`config.mk`:
```
export PLATFORM = sky130hd
export DESIGN_NAME = tlul_sram_bridge
export DESIGN_NICKNAME = d
export VERILOG_FILES = /design/src/common/tlul_lite_pkg.sv /design/src/sample_ram/tlul_sram_bridge.sv
export SDC_FILE = /design/constraint.sdc
export NUM_CORES = 1
export LEC_CHECK = 0
export BUFFER_PORTS_ARGS = -buffer_cell sky130_fd_sc_hd__buf_2
export CORE_ASPECT_RATIO = 1.5
export CORE_MARGIN = 2
export CORE_UTILIZATION = 39
export DETAILED_ROUTE_END_ITERATION = 6
export PLACE_DENSITY = 0.85
export RECOVER_POWER = 100
export SYNTH_ARGS = -nofsm -noshare
export SYNTH_HDL_FRONTEND = slang
export SYNTH_SLANG_ARGS = --single-unit
```
`constraint.sdc`:
```
create_clock -name clk_i -period 2.3 [get_ports clk_i]
set_clock_uncertainty 0.05 [all_clocks]
set_input_delay 0.23 -clock clk_i [delete_from_list [all_inputs] [get_ports clk_i]]
set_output_delay 0.23 -clock clk_i [all_outputs]
set_load 0.01 [all_outputs]
```
`src/common/tlul_lite_pkg.sv`:
```
package tlul_lite_pkg;

	// Bus word width, the RAM is organised in words of this size
	parameter int unsigned BUS_DW = 32;

	// A channel and D channel opcodes share one type
	// D channel codes are moved off the A channel values so that all stay distinct
	typedef enum logic [2:0] {
		PUT_FULL        = 3'd0,
		PUT_PARTIAL     = 3'd1,
		ACCESS_ACK      = 3'd2,
		ACCESS_ACK_DATA = 3'd3,
		GET             = 3'd4
	} tl_opcode_e;

	// Host to device
	typedef struct packed {
		logic                a_valid;
		tl_opcode_e          a_opcode;
		logic [31:0]         a_address; // Byte address
		logic [BUS_DW/8-1:0] a_mask;
		logic [BUS_DW-1:0]   a_data;
		logic                d_ready;
	} tl_h2d_t;

	// Device to host
	typedef struct packed {
		logic              a_ready;
		logic              d_valid;
		tl_opcode_e        d_opcode;
		logic [BUS_DW-1:0] d_data;
	} tl_d2h_t;

endpackage

```
`src/sample_ram/tlul_sram_bridge.sv`:
```
`timescale 1ns/1ps

module tlul_sram_bridge
	import tlul_lite_pkg::*;
#(
	parameter int unsigned AddrWidth = 10
) (
	input  logic                 clk_i,
	input  logic                 rst_ni,
	input  tl_h2d_t              tl_i,
	output tl_d2h_t              tl_o,
	input  logic                 busy_i, // Sample port writes this cycle
	output logic                 bus_req_o,
	output logic                 bus_we_o,
	output logic [AddrWidth-1:0] bus_addr_o,
	output logic [BUS_DW/8-1:0]  bus_wmask_o,
	output logic [BUS_DW-1:0]    bus_wdata_o,
	input  logic [BUS_DW-1:0]    bus_rdata_i
);

	logic              ready_q;   // No response outstanding
	logic              d_valid_q;
	logic              capture_q; // RAM read data arrives this cycle
	tl_opcode_e        d_opcode_q;
	logic [BUS_DW-1:0] d_data_q;
	logic              accept;

	assign tl_o.a_ready = ready_q && !busy_i;
	assign accept       = tl_i.a_valid && tl_o.a_ready;

	// Request towards the RAM
	assign bus_req_o   = accept;
	assign bus_we_o    = (tl_i.a_opcode == PUT_FULL) || (tl_i.a_opcode == PUT_PARTIAL);
	assign bus_addr_o  = tl_i.a_address[AddrWidth+1:2]; // Byte to word index
	assign bus_wmask_o = (tl_i.a_opcode == PUT_FULL) ? '1 : tl_i.a_mask;
	assign bus_wdata_o = tl_i.a_data;

	always_ff @(posedge clk_i, negedge rst_ni) begin
		if (!rst_ni) begin
			ready_q   <= 1'b0;
			d_valid_q <= 1'b0;
			capture_q <= 1'b0;
		end else begin
			capture_q <= accept && !bus_we_o;
			if (accept) begin
				ready_q   <= 1'b0;
				d_valid_q <= 1'b1;
			end else if (!d_valid_q || tl_i.d_ready) begin
				ready_q   <= 1'b1;
				d_valid_q <= 1'b0;
			end
		end
	end

	// Response payload
	always_ff @(posedge clk_i) begin
		if (accept) begin
			d_opcode_q <= bus_we_o ? ACCESS_ACK : ACCESS_ACK_DATA;
			d_data_q   <= '0;
		end else if (capture_q) begin
			d_data_q <= bus_rdata_i;
		end
	end

	assign tl_o.d_valid  = d_valid_q;
	assign tl_o.d_opcode = d_opcode_q;
	assign tl_o.d_data   = capture_q ? bus_rdata_i : d_data_q; // Held after the first cycle

endmodule

```
==> out/results.ini <==
[sta]
maxSlewHeadroom=0.463
final_critical_path_setup_slack_ns=0.485
worst_pin_slew_ns=0.804
timing.fmax_mhz=551
period_minus_slack_ns=1.81
final.period_utilization=0.789
number_of_endpoints_failing_setup_at_the_final_stage=0
final_hold_viol_count=0
grt_setup_unrepaired=false
final_max_slew_viol_count=0
setup_tns_final_ns=0

[grt]
number_of_global_route_vias_before_repair=1299
global_route.usage.total=0.147
antenna_found_initial=1
overflow=0
pin_count_of_the_biggest_net_entering_global_routing=30
grt_first_pass_wirelength_um=6420

[logic_synthesis]
yosysWarnings=0
syn_area_mm2=0.00200
synth-seq-area-share=0.373
synth_seq_cells=36
synth_top_area_frac=0.321
synth_top_cell_by_area=sky130_fd_sc_hd__dfxtp_1
syn-num-nets=280
syn_inst=172
synth_area_per_cell_um2=11.6
synthDistinctLibCells=22
post_synth_main_area_contributors=sky130_fd_sc_hd__dfxtp_1, sky130_fd_sc_hd__mux2_4, sky130_fd_sc_hd__buf_4, sky130_fd_sc_hd__a21boi_1, sky130_fd_sc_hd__dfrtp_1

[worst_setup_path]
arrival_ns=1.91
reg2reg_setup_slack_ns=0.49
worst_path_largest_cell_delay_ns=0.66
crit-reg2reg-capture=d_data_q[2]$_SDFF_PP0_
critPathMaxFanout=14
r2r_cells=3
worstPathRequired_ns=2.40
critical_path.cell_chain=nor2b_1 -> clkbuf_1 -> a21boi_0
library_cell_contributing_the_largest_single_delay_on_the_critical_path=sky130_fd_sc_hd__nor2b_1
reg2reg_from=ready_q$_DFFE_PN0P_
cp-start-kind=flip-flop
cp-end-kind=flip-flop
crit_path_class=reg -> reg

[power_and_ir_drop]
power_switching_share=0.259
power_density_mw_per_mm2=786
clkPwrFrac=0.333
p_switching_w=0.000425
leakagePower_nw=1.01
cell_internal_power_w=0.00121
pwr-share-comb=0.224
max-vdd-ir-drop_uv=368
power.share.sequential=0.443

[floorplan]
die_x_um=62.4
floorplan.initialDensity=0.409
core.rowCount=31
design.die.area_mm2=0.00572
die_h_um=91.6
ioPinCount=193
fp.coreArea_mm2=0.00489

[clocking]
cts_repair_resize_count=0
cts.sink_count=36
clkLatencyLatePin_ns=0.28
tritoncts=yes
cts-htree-levels=2
worst_setup_hold_path_clk_slew_ns=0.07
cts_buffer_depth=2
total_cts_buffers=5
clock-root-buffer=sky130_fd_sc_hd__clkbuf_8

[placement]
gp_congestion=0.712
place.detailed.hpwl_um=3280
numPlacedInstances=271
buffer_ports.inserted=84
pre_cts_ws_ns=0.803

[drt]
detail_route.wl_per_cell_um=14.7
drt-vias-per-instance=4.65
detail-route-antenna-nets=0
totalWireLength_um=4130
first_iter_violations=16
vias=1301
firstDrtPassIters=2
drc=0

[worst_hold_path]
holdCritStartpoint=tl_i[0]
hp-class=in -> reg
hold-path-cell-count=3
hold-path-endpoint=ready_q$_DFFE_PN0P_

[cells_and_area]
inserted_diodes=0
layout.area.seq_um2=747
num-nets-final=321
drive_gt1_frac=0.421
layout-area-overhead-vs-synth_pct=4.39
final-instance-count-excl-fill=280
filler_cell_count=529
multiInputGateArea_um2=696

[run_status]
status=finished, final reports clean

[run]
max_cap_viol_count=0

-- critical path: cells and delay by family (launching register included) --
| family | cells | cell delay, ns |
|---|---|---|
| buf+inv | 1 | 0.44 |
| compound gates | 1 | 0.17 |
| simple gates | 1 | 0.66 |
| flops | 1 | 0.36 |
-- through the flow --
| stage | util | hold WS (ns) | total power (W) | area [um2] |
|---|---|---|---|---|
| global placement | 0.430 | -0.0243 | 0.00119 | 2100 |
| CTS | 0.455 | 0.171 | 0.00176 | 2220 |
| detailed placement | 0.430 | -0.0197 | 0.00120 | 2100 |
| finish | 0.427 | 0.179 | 0.00164 | 2080 |
| global route | 0.427 | 0.196 | 0.00173 | 2080 |
| floorplan | - | -0.116 | 0.00113 | 2000 |
-- state kept, by name (all words and copies together) (netlist names) --
name / flops
d_data_q: 32
capture_q: 1
d_opcode_q: 1
d_valid_q: 1
ready_q: 1
-- cells by family (layout without fill, tap and decap cells) --
logic type,after synthesis,after routing,share of synthesized area
DFF,36,36,0.373
buffers and inverters,59,101,0.226
muxes,32,32,0.237
other,2,2,0.00376
AOI/OAI and AO/OA,31,31,0.116
and+or+nand+nor,12,12,0.0445
-- routing by layer --
metal / track usage / vias to the layer above / share of wire
met5: 0 / - / 0.0039
met4: 0.115 / 2 / 0.055
met3: 0.0552 / 36 / 0.099
met2: 0.247 / 63 / 0.52
met1: 0.142 / 597 / 0.32
li1: - / 603 / -
-- Yosys cell counts --
library cell               number
sky130_fd_sc_hd__a21boi_0       2
sky130_fd_sc_hd__a21boi_1      27
sky130_fd_sc_hd__a21o_1         1
sky130_fd_sc_hd__a31oi_1        1
sky130_fd_sc_hd__and3b_1        1
sky130_fd_sc_hd__buf_12         3
sky130_fd_sc_hd__buf_2          3
sky130_fd_sc_hd__buf_4         45
sky130_fd_sc_hd__buf_6          1
sky130_fd_sc_hd__clkbuf_1       4
sky130_fd_sc_hd__conb_1         2
sky130_fd_sc_hd__dfrtp_1        3
sky130_fd_sc_hd__dfxtp_1       32
sky130_fd_sc_hd__edfxtp_1       1
sky130_fd_sc_hd__inv_1          3
sky130_fd_sc_hd__mux2_2         2
sky130_fd_sc_hd__mux2_4        30
sky130_fd_sc_hd__nor2_1         1
sky130_fd_sc_hd__nor2b_1        3
sky130_fd_sc_hd__nor2b_4        2
sky130_fd_sc_hd__nor3_1         1
sky130_fd_sc_hd__or2_2          4
-- final cells by class --
cell class | count | area share
well taps | 66 | 0.0396
multi-input cells | 77 | 0.334
clock inverters | 3 | 0.0198
inverters | 3 | 0.00540
repair buffers | 90 | 0.210
clock buffers | 5 | 0.0330
flip-flops and latches | 36 | 0.358
-- worst max path at each step --
stage	startpoint	end	slack, ns	cells after the start
6_report	ready_q$_DFFE_PN0P_	d_data_q[2]$_SDFF_PP0_	0.49	3
5_1_grt	ready_q$_DFFE_PN0P_	d_data_q[6]$_SDFF_PP0_	0.30	3
3_3_place_gp	capture_q$_DFF_PN0_	tl_o[29]	0.81	3
2_1_floorplan	capture_q$_DFF_PN0_	d_data_q[16]$_SDFF_PP0_	1.06	4
4_1_cts	capture_q$_DFF_PN0_	tl_o[29]	0.48	3
3_5_place_dp	capture_q$_DFF_PN0_	tl_o[29]	0.80	3
-- cells in the final DEF (no fill, tap or decap), drive strengths merged --
cell and count:
conb 2, a21o 1, nor2 1, buf 70
edfxtp 1, dfrtp 3, dlygate4sd3 1, inv 4
dfxtp 32, clkbuf 24, nor3 1, mux2 32
a31oi 1, and3b 1, or2 4, clkinv 1
a21boi 29, nor2b 5, bufinv 1
-- power groups by stage --
stage | logic, W | clock network [W] | registers (W)
2_1_floorplan | 0.000391 | 0 | 0.000738
3_3_place_gp | 0.000445 | 0 | 0.000741
3_5_place_dp | 0.000454 | 0 | 0.000746
4_1_cts | 0.000459 | 0.000568 | 0.000732
5_1_grt | 0.000401 | 0.000598 | 0.000736
6_report | 0.000368 | 0.000545 | 0.000726
-- repair_timing --
action / in CTS / in global routing
hold buffers: 1 / 0
buffers inserted: 0 / 0
endpoints found under the setup margin: 0 / 0
endpoints found under the hold margin: 3 / 0
(Power assumes the default switching activity.)
