--- src/source/sample_addr_counter.sv ---
`timescale 1ns/1ps

module sample_addr_counter #(
	parameter int unsigned AddrWidth = 10,
	parameter int unsigned Decim     = 1
) (
	input  logic                 clk_i,
	input  logic                 rst_ni,
	input  logic                 clear_i,
	input  logic                 run_i,
	input  logic                 sample_valid_i,
	output logic                 take_o,
	output logic                 last_o,
	output logic [AddrWidth-1:0] addr_o
);

	localparam int unsigned CaptureLen = 2 ** AddrWidth;
	localparam int unsigned PrescW     = (Decim > 1) ? $clog2(Decim) : 1;

	logic [PrescW-1:0]    presc_q;
	logic [AddrWidth-1:0] addr_q;

	// First valid sample after a clear is always taken
	assign take_o = run_i && sample_valid_i && (presc_q == '0);

	always_ff @(posedge clk_i, negedge rst_ni) begin
		if (!rst_ni) begin
			presc_q <= '0;
			addr_q  <= '0;
		end else if (clear_i) begin
			presc_q <= '0;
			addr_q  <= '0;
		end else begin
			if (run_i && sample_valid_i) begin
				presc_q <= (presc_q == PrescW'(Decim - 1)) ? '0 : presc_q + 1'b1;
			end
			if (take_o) addr_q <= addr_q + 1'b1; // Wraps after the last word
		end
	end

	assign last_o = (addr_q == AddrWidth'(CaptureLen - 1));
	assign addr_o = addr_q;

endmodule

--- config.mk ---
export PLATFORM = sky130hd
export DESIGN_NAME = sample_addr_counter
export DESIGN_NICKNAME = d
export VERILOG_FILES = /design/src/source/sample_addr_counter.sv
export SDC_FILE = /design/constraint.sdc
export NUM_CORES = 1
export LEC_CHECK = 0
export BUFFER_PORTS_ARGS = -buffer_cell sky130_fd_sc_hd__buf_2
export CORE_MARGIN = 3
export CORE_UTILIZATION = 40
export DETAILED_ROUTE_END_ITERATION = 8
export GPL_TIMING_DRIVEN = 1
export PLACE_DENSITY = 0.71
export SYNTH_ARGS = -nofsm -noshare
export SYNTH_HDL_FRONTEND = slang
export SYNTH_SLANG_ARGS = --single-unit
--- constraint.sdc ---
create_clock -name clk_i -period 4 [get_ports clk_i]
set_input_delay 0.4 -clock clk_i [delete_from_list [all_inputs] [get_ports clk_i]]
set_output_delay 0.4 -clock clk_i [all_outputs]
set_load 0.02 [all_outputs]
==> results of run 1 <==
[final cells by class]
type                    count  area share [%]
clock buffers               4            5.49
inverters                   4            2.27
well taps                  14            2.65
repair buffers             17            13.6
flip-flops and latches     10            37.9
multi-input cells          40            38.1
[per-layer routing]
metal / vias to the layer above / GRT usage (%) / share of wire (%)
met5: - / 0 / 0
met2: 24 / 19.4 / 42
met4: 0 / 7.45 / 1.9
met1: 226 / 19.0 / 47
met3: 4 / 5.58 / 8.9
li1: 243 / - / -
[worst max-delay path by stage]
stage                      endpoint  depth (start not counted)
final                        last_o                          3
after global routing         last_o                          3
after CTS                    last_o                          3
after detailed placement  addr_o[8]                          4
after global placement    addr_o[8]                          4
after floorplan              last_o                          3
[power by group]
part / switching [mW] / internal, mW / leakage, nW / total (mW)
sequential: 0.00126 / 0.102 / 0.139 / 0.104
combinational: 0.0115 / 0.00540 / 0.158 / 0.0169
clock: 0.0361 / 0.0553 / 0.0210 / 0.0914
[stage by stage]
step	power, mW	std cells	utilization (%)	instance area (um2)
finish	0.212	89	57.1	661
global route	0.226	89	57.1	661
CTS	0.215	89	57.1	661
detailed placement	0.122	84	53.1	614
global placement	0.122	84	53.1	614
floorplan	0.114	55	-	520
[timing repair]
| action | CTS | global route |
|---|---|---|
| hold endpoints to repair | 10 | 0 |
| hold buffers | 1 | 0 |
| endpoints found under the setup margin | 0 | 0 |
| resized for setup | 0 | 0 |
[critical path: stages (launching register included)]
cell     delay (ns)
dfrtp_1        0.45
nand4_2        0.19
nor3_1         0.20
buf_2          0.18
[cells by family after synthesis]
family	after synthesis	share of synthesized area, %
AOI/OAI and AO/OA	13	13.9
xor gates and xnor gates	2	3.37
adders and majority gates	1	2.40
buffers and inverters	5	3.60
DFF	10	48.1
muxes	1	2.16
and+or+nand+nor	23	26.4
[cell usage after synthesis, drive strengths merged]
cell / instances / area (um2)
dfrtp: 10 / 250
a21oi: 7 / 35.0
inv: 4 / 15.0
nand2: 4 / 15.0
nand3: 4 / 20.0
nand4: 3 / 31.3
nor2: 3 / 11.3
o21ai: 3 / 15.0
o31ai: 3 / 22.5
or3: 3 / 20.0
or4: 3 / 22.5
clkbuf: 1 / 3.75
ha: 1 / 12.5
mux2: 1 / 11.3
nor2b: 1 / 6.26
nor3: 1 / 5.00
nor4: 1 / 6.26
xnor2: 1 / 8.76
xor2: 1 / 8.76
==> metrics.txt, run 1 <==
run status finished, final reports clean; register cell area after layout about 250 um2; beginning of the worst hold path run_i; routed wire length 1.11 mm; FF+latch count, synth 10; fin crit share a little over two fifths; Final Max Tran Viols 0; Critical Path Source Type flop; commonest non-fill, non-tap cell in the layout buf_2; Hold WS 0.433 ns; max reg flops 10; clock buffer depth 2; Final nets 82; leak pwr 0.318 nW; Post-Syn Nets 61; Worst Setup SP addr_o[3]; vias in the first global route 409; largest net degree at the start of global routing 12; Area Overhead vs Synth 26.9%; critical path arrival 1.29 ns; DIE WIDTH between 40 and 50 um; row count 12; DR vias/cell 5.58; H-Tree Depth 1; Post-Route Setup TNS 0 ns; Fill cells 116; Initial Utilization 45.0%; end of the worst register-to-register path addr_o[8]; Crit path required time approximately 3.6 ns; first-pass GRT wire length 1.88 mm; pwr dens 321 mW/mm2; Mean Syn Cell Area 9.46 um2; Post-CTS Setup Inserts 0; grt ovf 0; Max Fclk 0.590 GHz; HP Class in -> reg; first drt pass iteration count 5; HPWL Detailed 818 um; Initial DRC Count 9; worst reg2reg path depth 4; Final Skew approximately 0.0036 ns; Setup Viol. Count Final 0; peak supply drop roughly 0.13 mV; post-place setup slack 2.50 ns; worst-margin pin slew 0.243 ns; setup ws final 2.31 ns; Worst setup EP type primary output; die area 0.00177 mm2; final hold vios 0; clk sinks 10; critical path class reg -> out; worst hold endpoint addr_o[1]; sequential fraction of the synthesis area around half; most frequent cells in the layout buf_2 (16), dfrtp_1 (10), a21oi_1 (7); I/O Pins 17; initial antenna violation count 0; core region area about 0.0012 mm2; Period minus WS final 1.69 ns; Rel. slew slack between 80% and 90%; CP max FO 7; count of cell types in the netlist 21; max_cap viols 0; RSZ-0062 raised after global routing no; GP Congestion 0.741; Die Y around 42 um; clk_lat worst skew 0.27 ns; Mapped Cells 55; Port Buffers 16; R2R Setup Slk 2.50 ns; DR DRC count 0; hold path cells 3; antenna-violating nets left 0; fraction of layout cells with a size suffix above 1 32.0%; clock root buffer clkbuf_4; DR vias 497; reg-to-reg critical path startpoint addr_o[1]; WL per Instance 12.4 um; TritonCTS clock tree done; Multi-input gate area 251 um2; diode count 0; clock-pin slew of the registers on the worst-case setup and hold paths about 0.070 ns; Mapped Area 520 um2; Yosys warnings 0; total CTS buffers 3; GRT Util Overall ~14%
No activity file was read; power rests on OpenSTA's default activity.
==> run 2: changes to the inputs <==
==> constraint.sdc (replaced) <==
create_clock -name clk_i -period 1.6 [get_ports clk_i]
set_input_delay 0.16 -clock clk_i [delete_from_list [all_inputs] [get_ports clk_i]]
set_output_delay 0.16 -clock clk_i [all_outputs]
set_load 0.02 [all_outputs]
==> metrics.txt, run 2 (same netlist as run 1, synthesis figures left out) <==
run status finished, final reports clean (unchanged); Final nets 84 (was 82); fraction of layout cells with a size suffix above 1 36.8% (was 32.0%); Crit path required time 1.80 ns (was 3.60 ns); Max Fclk 0.659 GHz; DR vias 493 (was 497); Initial DRC Count 14 (was 9); final hold vios 0 (unchanged); I/O Pins 17 (unchanged); fin crit share 94.9%; Fill cells 112 (was 116); leak pwr 0.316 nW (was 0.318 nW); Period minus WS final 1.52 ns; clk_lat worst skew 0.27 ns (about the same); Metal-1 WL 546 um (was 520 um); Worst Setup SP addr_o[1] (was addr_o[3]); critical path arrival 1.72 ns (was 1.29 ns); die area 0.00177 mm2 (unchanged); initial antenna violation count 0 (unchanged); Final Skew 0.00480 ns (was 0.00363 ns); core region area 0.00116 mm2 (unchanged); Setup Viol. Count Final 0 (unchanged); total CTS buffers 3 (unchanged); row count 12 (unchanged); largest net degree at the start of global routing 12 (unchanged); max_cap viols 0 (unchanged); sw power 0.119 mW (was 0.0489 mW); diode count 0 (unchanged); met2 routed WL 478 um (was 466 um); peak supply drop 0.359 mV (was 0.133 mV); max reg flops 10 (unchanged); DIE WIDTH 42.1 um (unchanged); vias in the first global route 406 (was 409); setup ws final 0.0824 ns (was 2.31 ns); Area Overhead vs Synth 28.8% (was 26.9%); pwr dens 710 mW/mm2 (was 321 mW/mm2); clock root buffer clkbuf_4 (unchanged); clock buffer depth 2 (unchanged); max layer used met4 (unchanged); Switching Share 24.9% (was 23.1%); register cell area after layout 251 um2 (was 250 um2); most frequent cells in the layout buf_2 (16), dfrtp_1 (9), a21oi_1 (7) (was buf_2 (16), dfrtp_1 (10), a21oi_1 (7)); Die Y 42.1 um (unchanged); clock-pin slew of the registers on the worst-case setup and hold paths 0.06 ns (was 0.07 ns); grt ovf 0 (unchanged); hold path cells 3 (unchanged); DR vias/cell 5.48 (was 5.58); reg-to-reg critical path startpoint addr_o[1] (unchanged); critical path class reg -> reg (was reg -> out); Rel. slew slack 80.7% (was 83.6%); R2R Setup Slk 0.08 ns (was 2.50 ns); antenna-violating nets left 0 (unchanged); Critical Path Source Type flop (unchanged); met3 routed WL 71 um (was 99 um); GP Congestion 0.729 (was 0.741); post-place setup slack 0.117 ns (was 2.50 ns); Worst setup EP type flop (was primary output); first-pass GRT wire length 1.79 mm (was 1.88 mm); clock share of power 36.4% (was 43.1%); HP Class in -> reg (unchanged); Power Internal 0.358 mW (was 0.163 mW); final std cells w/o fill 90 (was 89); TritonCTS clock tree done (unchanged); Multi-input gate area 259 um2 (was 251 um2); Cell Count Post-Placement 84 (unchanged); Comb pwr share 9.3% (was 8.0%); end of the worst register-to-register path addr_o[6] (was addr_o[8]); first drt pass iteration count 4 (was 5); DR DRC count 0 (unchanged); Port Buffers 16 (unchanged); H-Tree Depth 1 (unchanged); beginning of the worst hold path run_i (unchanged); Initial Utilization 45.0% (unchanged); CP max FO 5 (was 7); Final Max Tran Viols 0 (unchanged); clk sinks 10 (unchanged); GRT Util Overall 13.9% (was 14.2%); WL per Instance 12.5 um (was 12.4 um); commonest non-fill, non-tap cell in the layout buf_2 (unchanged); Reg power frac 54.3% (was 48.9%); CP Capture Point addr_o[6] (was last_o); worst reg2reg path depth 5 (was 4); worst-margin pin slew 0.286 ns (was 0.243 ns); routed wire length 1.13 mm (was 1.11 mm); HPWL Detailed 758 um (was 818 um)
[run 2: changes by cell type in the layout (fill, tap and decap cells not counted), sizes merged]
cell    previous run  this run
clkbuf             4         3
buf               16        18
[run 2: power by group through the flow]
stage	logic [mW]	clock network (mW)	registers, mW
after detailed placement	0.0413	0	0.264
after CTS	0.0432	0.177	0.259
after floorplan	0.0170	0	0.267
final	0.0444	0.173	0.259
after global placement	0.0407	0	0.264
after global routing	0.0495	0.194	0.259
[run 2: how the worst min path moves through the flow]
| stage | endpoint | slack [ns] |
|---|---|---|
| 2_1_floorplan | addr_o[0] | -0.14 |
| 3_3_place_gp | addr_o[5] | 0.04 |
| 3_5_place_dp | addr_o[5] | 0.04 |
| 4_1_cts | addr_o[1] | 0.20 |
| 5_1_grt | addr_o[1] | 0.20 |
| 6_report | addr_o[1] | 0.20 |
[run 2: what timing repair did]
action | 4_1_cts | 5_1_grt
hold endpoints to repair | 10 | 0
gates resized for setup | 0 | 3
setup endpoints to repair | 0 | 2
setup buffers | 0 | 2
hold buffers | 1 | 0
[run 2: final cells by class]
type	instances	area share, %
clock buffer	3	3.36
inverter	4	2.24
multi-input combinational	40	38.6
sequential	10	37.5
tap	14	2.61
timing repair buffer	19	15.7
[run 2: metrics by stage]
step	utilization (%)	area [um2]	hold slack, ns	power [mW]	TNS, ns
floorplan	-	520	-0.136	0.284	0
global placement	53.1	614	0.0368	0.305	0
detailed placement	53.1	614	0.0350	0.305	0
CTS	56.0	647	0.195	0.480	0
global route	58.0	671	0.199	0.503	-0.0160
finish	58.0	671	0.197	0.476	0
[run 2: layer usage]
metal	up-vias	GRT usage [%]
li1	246	-
met1	226	18.5
met2	16	17.9
met3	5	5.15
met4	0	10.6
met5	-	0
[run 2: worst max-delay path, stage by stage (launching register included)]
cell and delay [ns]:
dfrtp_1 0.38, ha_2 0.21, nand4_1 0.21, buf_4 0.21, or3_1 0.30, a21oi_1 0.15
==> run 3: changes to the inputs <==
--- a/config.mk
+++ b/config.mk
@@ -8,9 +8,11 @@
 export BUFFER_PORTS_ARGS = -buffer_cell sky130_fd_sc_hd__buf_2
 export CORE_MARGIN = 3
 export CORE_UTILIZATION = 40
+export CTS_CLUSTER_SIZE = 25
 export DETAILED_ROUTE_END_ITERATION = 8
 export GPL_TIMING_DRIVEN = 1
 export PLACE_DENSITY = 0.71
+export SETUP_SLACK_MARGIN = 0.15
 export SYNTH_ARGS = -nofsm -noshare
 export SYNTH_HDL_FRONTEND = slang
 export SYNTH_SLANG_ARGS = --single-unit
==> constraint.sdc (replaced) <==
create_clock -name clk_i -period 1.49 [get_ports clk_i]
set_input_delay 0.149 -clock clk_i [delete_from_list [all_inputs] [get_ports clk_i]]
set_output_delay 0.149 -clock clk_i [all_outputs]
set_load 0.02 [all_outputs]
==> metrics.txt, run 3 (same netlist as run 1, synthesis figures left out) <==
Initial DRC Count 0 (was 14); clk_lat worst skew 0.26 ns (was 0.27 ns); commonest non-fill, non-tap cell in the layout buf_2 (unchanged); leak pwr 0.347 nW (was 0.316 nW); DIE WIDTH 42.1 um (unchanged); core region area 0.00116 mm2 (unchanged); HP Class in -> reg (unchanged); pwr dens 667 mW/mm2 (was 710 mW/mm2); peak supply drop 0.697 mV (was 0.359 mV); register cell area after layout 259 um2 (was 251 um2); GP Congestion 0.708 (was 0.729); largest net degree at the start of global routing 12 (unchanged); clock root buffer clkbuf_4 (unchanged); Critical Path Source Type flop (unchanged); clock-pin slew of the registers on the worst-case setup and hold paths 0.06 ns (about the same); RSZ-0062 raised after global routing yes; initial antenna violation count 0 (unchanged); WL per Instance 13.3 um (was 12.5 um); worst-margin pin slew 0.271 ns (was 0.286 ns); Rel. slew slack 81.9% (was 80.7%); final hold vios 0 (unchanged); Max Fclk 0.732 GHz (was 0.659 GHz); R2R Setup Slk 0.12 ns (was 0.08 ns); Hold WS 0.190 ns (was 0.197 ns); critical path class reg -> reg (unchanged); first drt pass iteration count 1 (was 4); grt ovf 0 (unchanged); max_cap viols 0 (unchanged); clk sinks 10 (unchanged); Worst setup EP type flop (unchanged); GRT Util Overall 14.9% (was 13.9%); die area 0.00177 mm2 (unchanged); beginning of the worst hold path sample_valid_i (was run_i); end of the worst register-to-register path addr_o[6] (unchanged); Period minus WS final 1.37 ns (was 1.52 ns); Final nets 89 (was 84); fraction of layout cells with a size suffix above 1 57.3% (was 36.8%); Port Buffers 16 (unchanged); hold path cells 3 (unchanged); DR vias/cell 5.34 (was 5.48); diode count 0 (unchanged); Initial Utilization 45.0% (unchanged); routed wire length 1.27 mm (was 1.13 mm); Fill cells 100 (was 112); CP max FO 5 (unchanged); fin crit share 91.6% (was 94.9%); reg-to-reg critical path startpoint addr_o[0] (was addr_o[1]); Die Y 42.1 um (unchanged); total CTS buffers 3 (unchanged); Setup Viol. Count Final 0 (unchanged); DR vias 513 (was 493); first-pass GRT wire length 2.05 mm (was 1.79 mm); Area Overhead vs Synth 51.0% (was 28.8%); most used routing layer met2 (was met1); run status finished, final reports clean (unchanged); worst reg2reg path depth 5 (unchanged); worst hold endpoint addr_o[1] (unchanged); HPWL Detailed 842 um (was 758 um); I/O Pins 17 (unchanged); H-Tree Depth 1 (unchanged); met2 usage in global routing 25.3% (was 17.9%); most frequent cells in the layout buf_2 (15), buf_4 (8), dfrtp_2 (7) (was buf_2 (16), dfrtp_1 (9), a21oi_1 (7)); clock buffer depth 2 (unchanged); TritonCTS clock tree done (unchanged); Final Max Tran Viols 0 (unchanged); max reg flops 10 (unchanged); Post-Route Setup TNS 0 ns (unchanged); row count 12 (unchanged); Multi-input gate area 323 um2 (was 259 um2); Crit path required time 1.68 ns (was 1.80 ns); vias in the first global route 479 (was 406); critical path arrival 1.55 ns (was 1.72 ns); met1 Use GR 17.9% (was 18.5%); Final Skew 0.000825 ns (was 0.00480 ns); met3 usage 6.44% (was 5.15%); DR DRC count 0 (unchanged); antenna-violating nets left 0 (unchanged)
run 3: cell types whose count changed in the layout (fill, tap and decap cells not counted), moves of 2 or more:
| cell | previous run | this run |
|---|---|---|
| buf_4 | 2 | 8 |
| dfrtp_1 | 9 | 3 |
| dfrtp_2 | 1 | 7 |
| a21oi_1 | 7 | 4 |
| a21oi_2 | 0 | 3 |
| or3_1 | 2 | 0 |
| or3_4 | 0 | 2 |
run 3: power breakdown:
group,internal [mW],switching (mW)
logic,0.0170,0.0340
registers,0.275,0.00461
clock network,0.104,0.0897
total,0.396,0.128
run 3: how the worst max path moves through the flow:
| stage | from | to | slack (ns) | depth (start not counted) |
|---|---|---|---|---|
| after floorplan | addr_o[1] | addr_o[8] | 0.12 | 4 |
| after global placement | addr_o[1] | addr_o[8] | 0.16 | 4 |
| after detailed placement | addr_o[1] | addr_o[8] | 0.12 | 4 |
| after CTS | addr_o[1] | addr_o[8] | 0.1 | 4 |
| after global routing | addr_o[0] | addr_o[6] | 0.06 | 5 |
| final | addr_o[0] | addr_o[6] | 0.12 | 5 |
run 3: cell type report:
class	count	share of cell area [%]
Inverter	4	1.91
Sequential cell	10	33.0
Tap cell	14	2.23
Multi-Input combinational cell	40	41.1
Timing Repair Buffer	24	18.5
Clock buffer	4	3.34
run 3: what timing repair did:
action / 4_1_cts / 5_1_grt
pin swaps: 3 / 6
hold buffers: 1 / 0
resized for setup: 2 / 8
setup buffers: 5 / 1
setup endpoints to repair: 4 / 8
endpoints found under the hold margin: 10 / 0
run 3: metrics by stage:
step                instances  util, %  instance area [um2]  total power [mW]  setup slack [ns]
global placement           85     56.9                  658             0.331             0.157
floorplan                  55        -                  557             0.309             0.125
finish                     96     68.0                  786             0.524             0.125
detailed placement         85     56.9                  658             0.332             0.123
global route               96     68.0                  786             0.554            0.0598
CTS                        95     64.0                  739             0.529            0.0979
run 3: critical path, stage by stage, from the launching register on:
cell,delay (ns)
dfrtp_2,0.40
ha_4,0.15
nand4_1,0.13
buf_4,0.18
or3_4,0.32
a21oi_2,0.12
run 3: layer usage:
layer,part of all wire (%),wire length [um]
met1,46,583
met2,46,585
met3,7.4,94
met4,0.63,8
met5,0,0
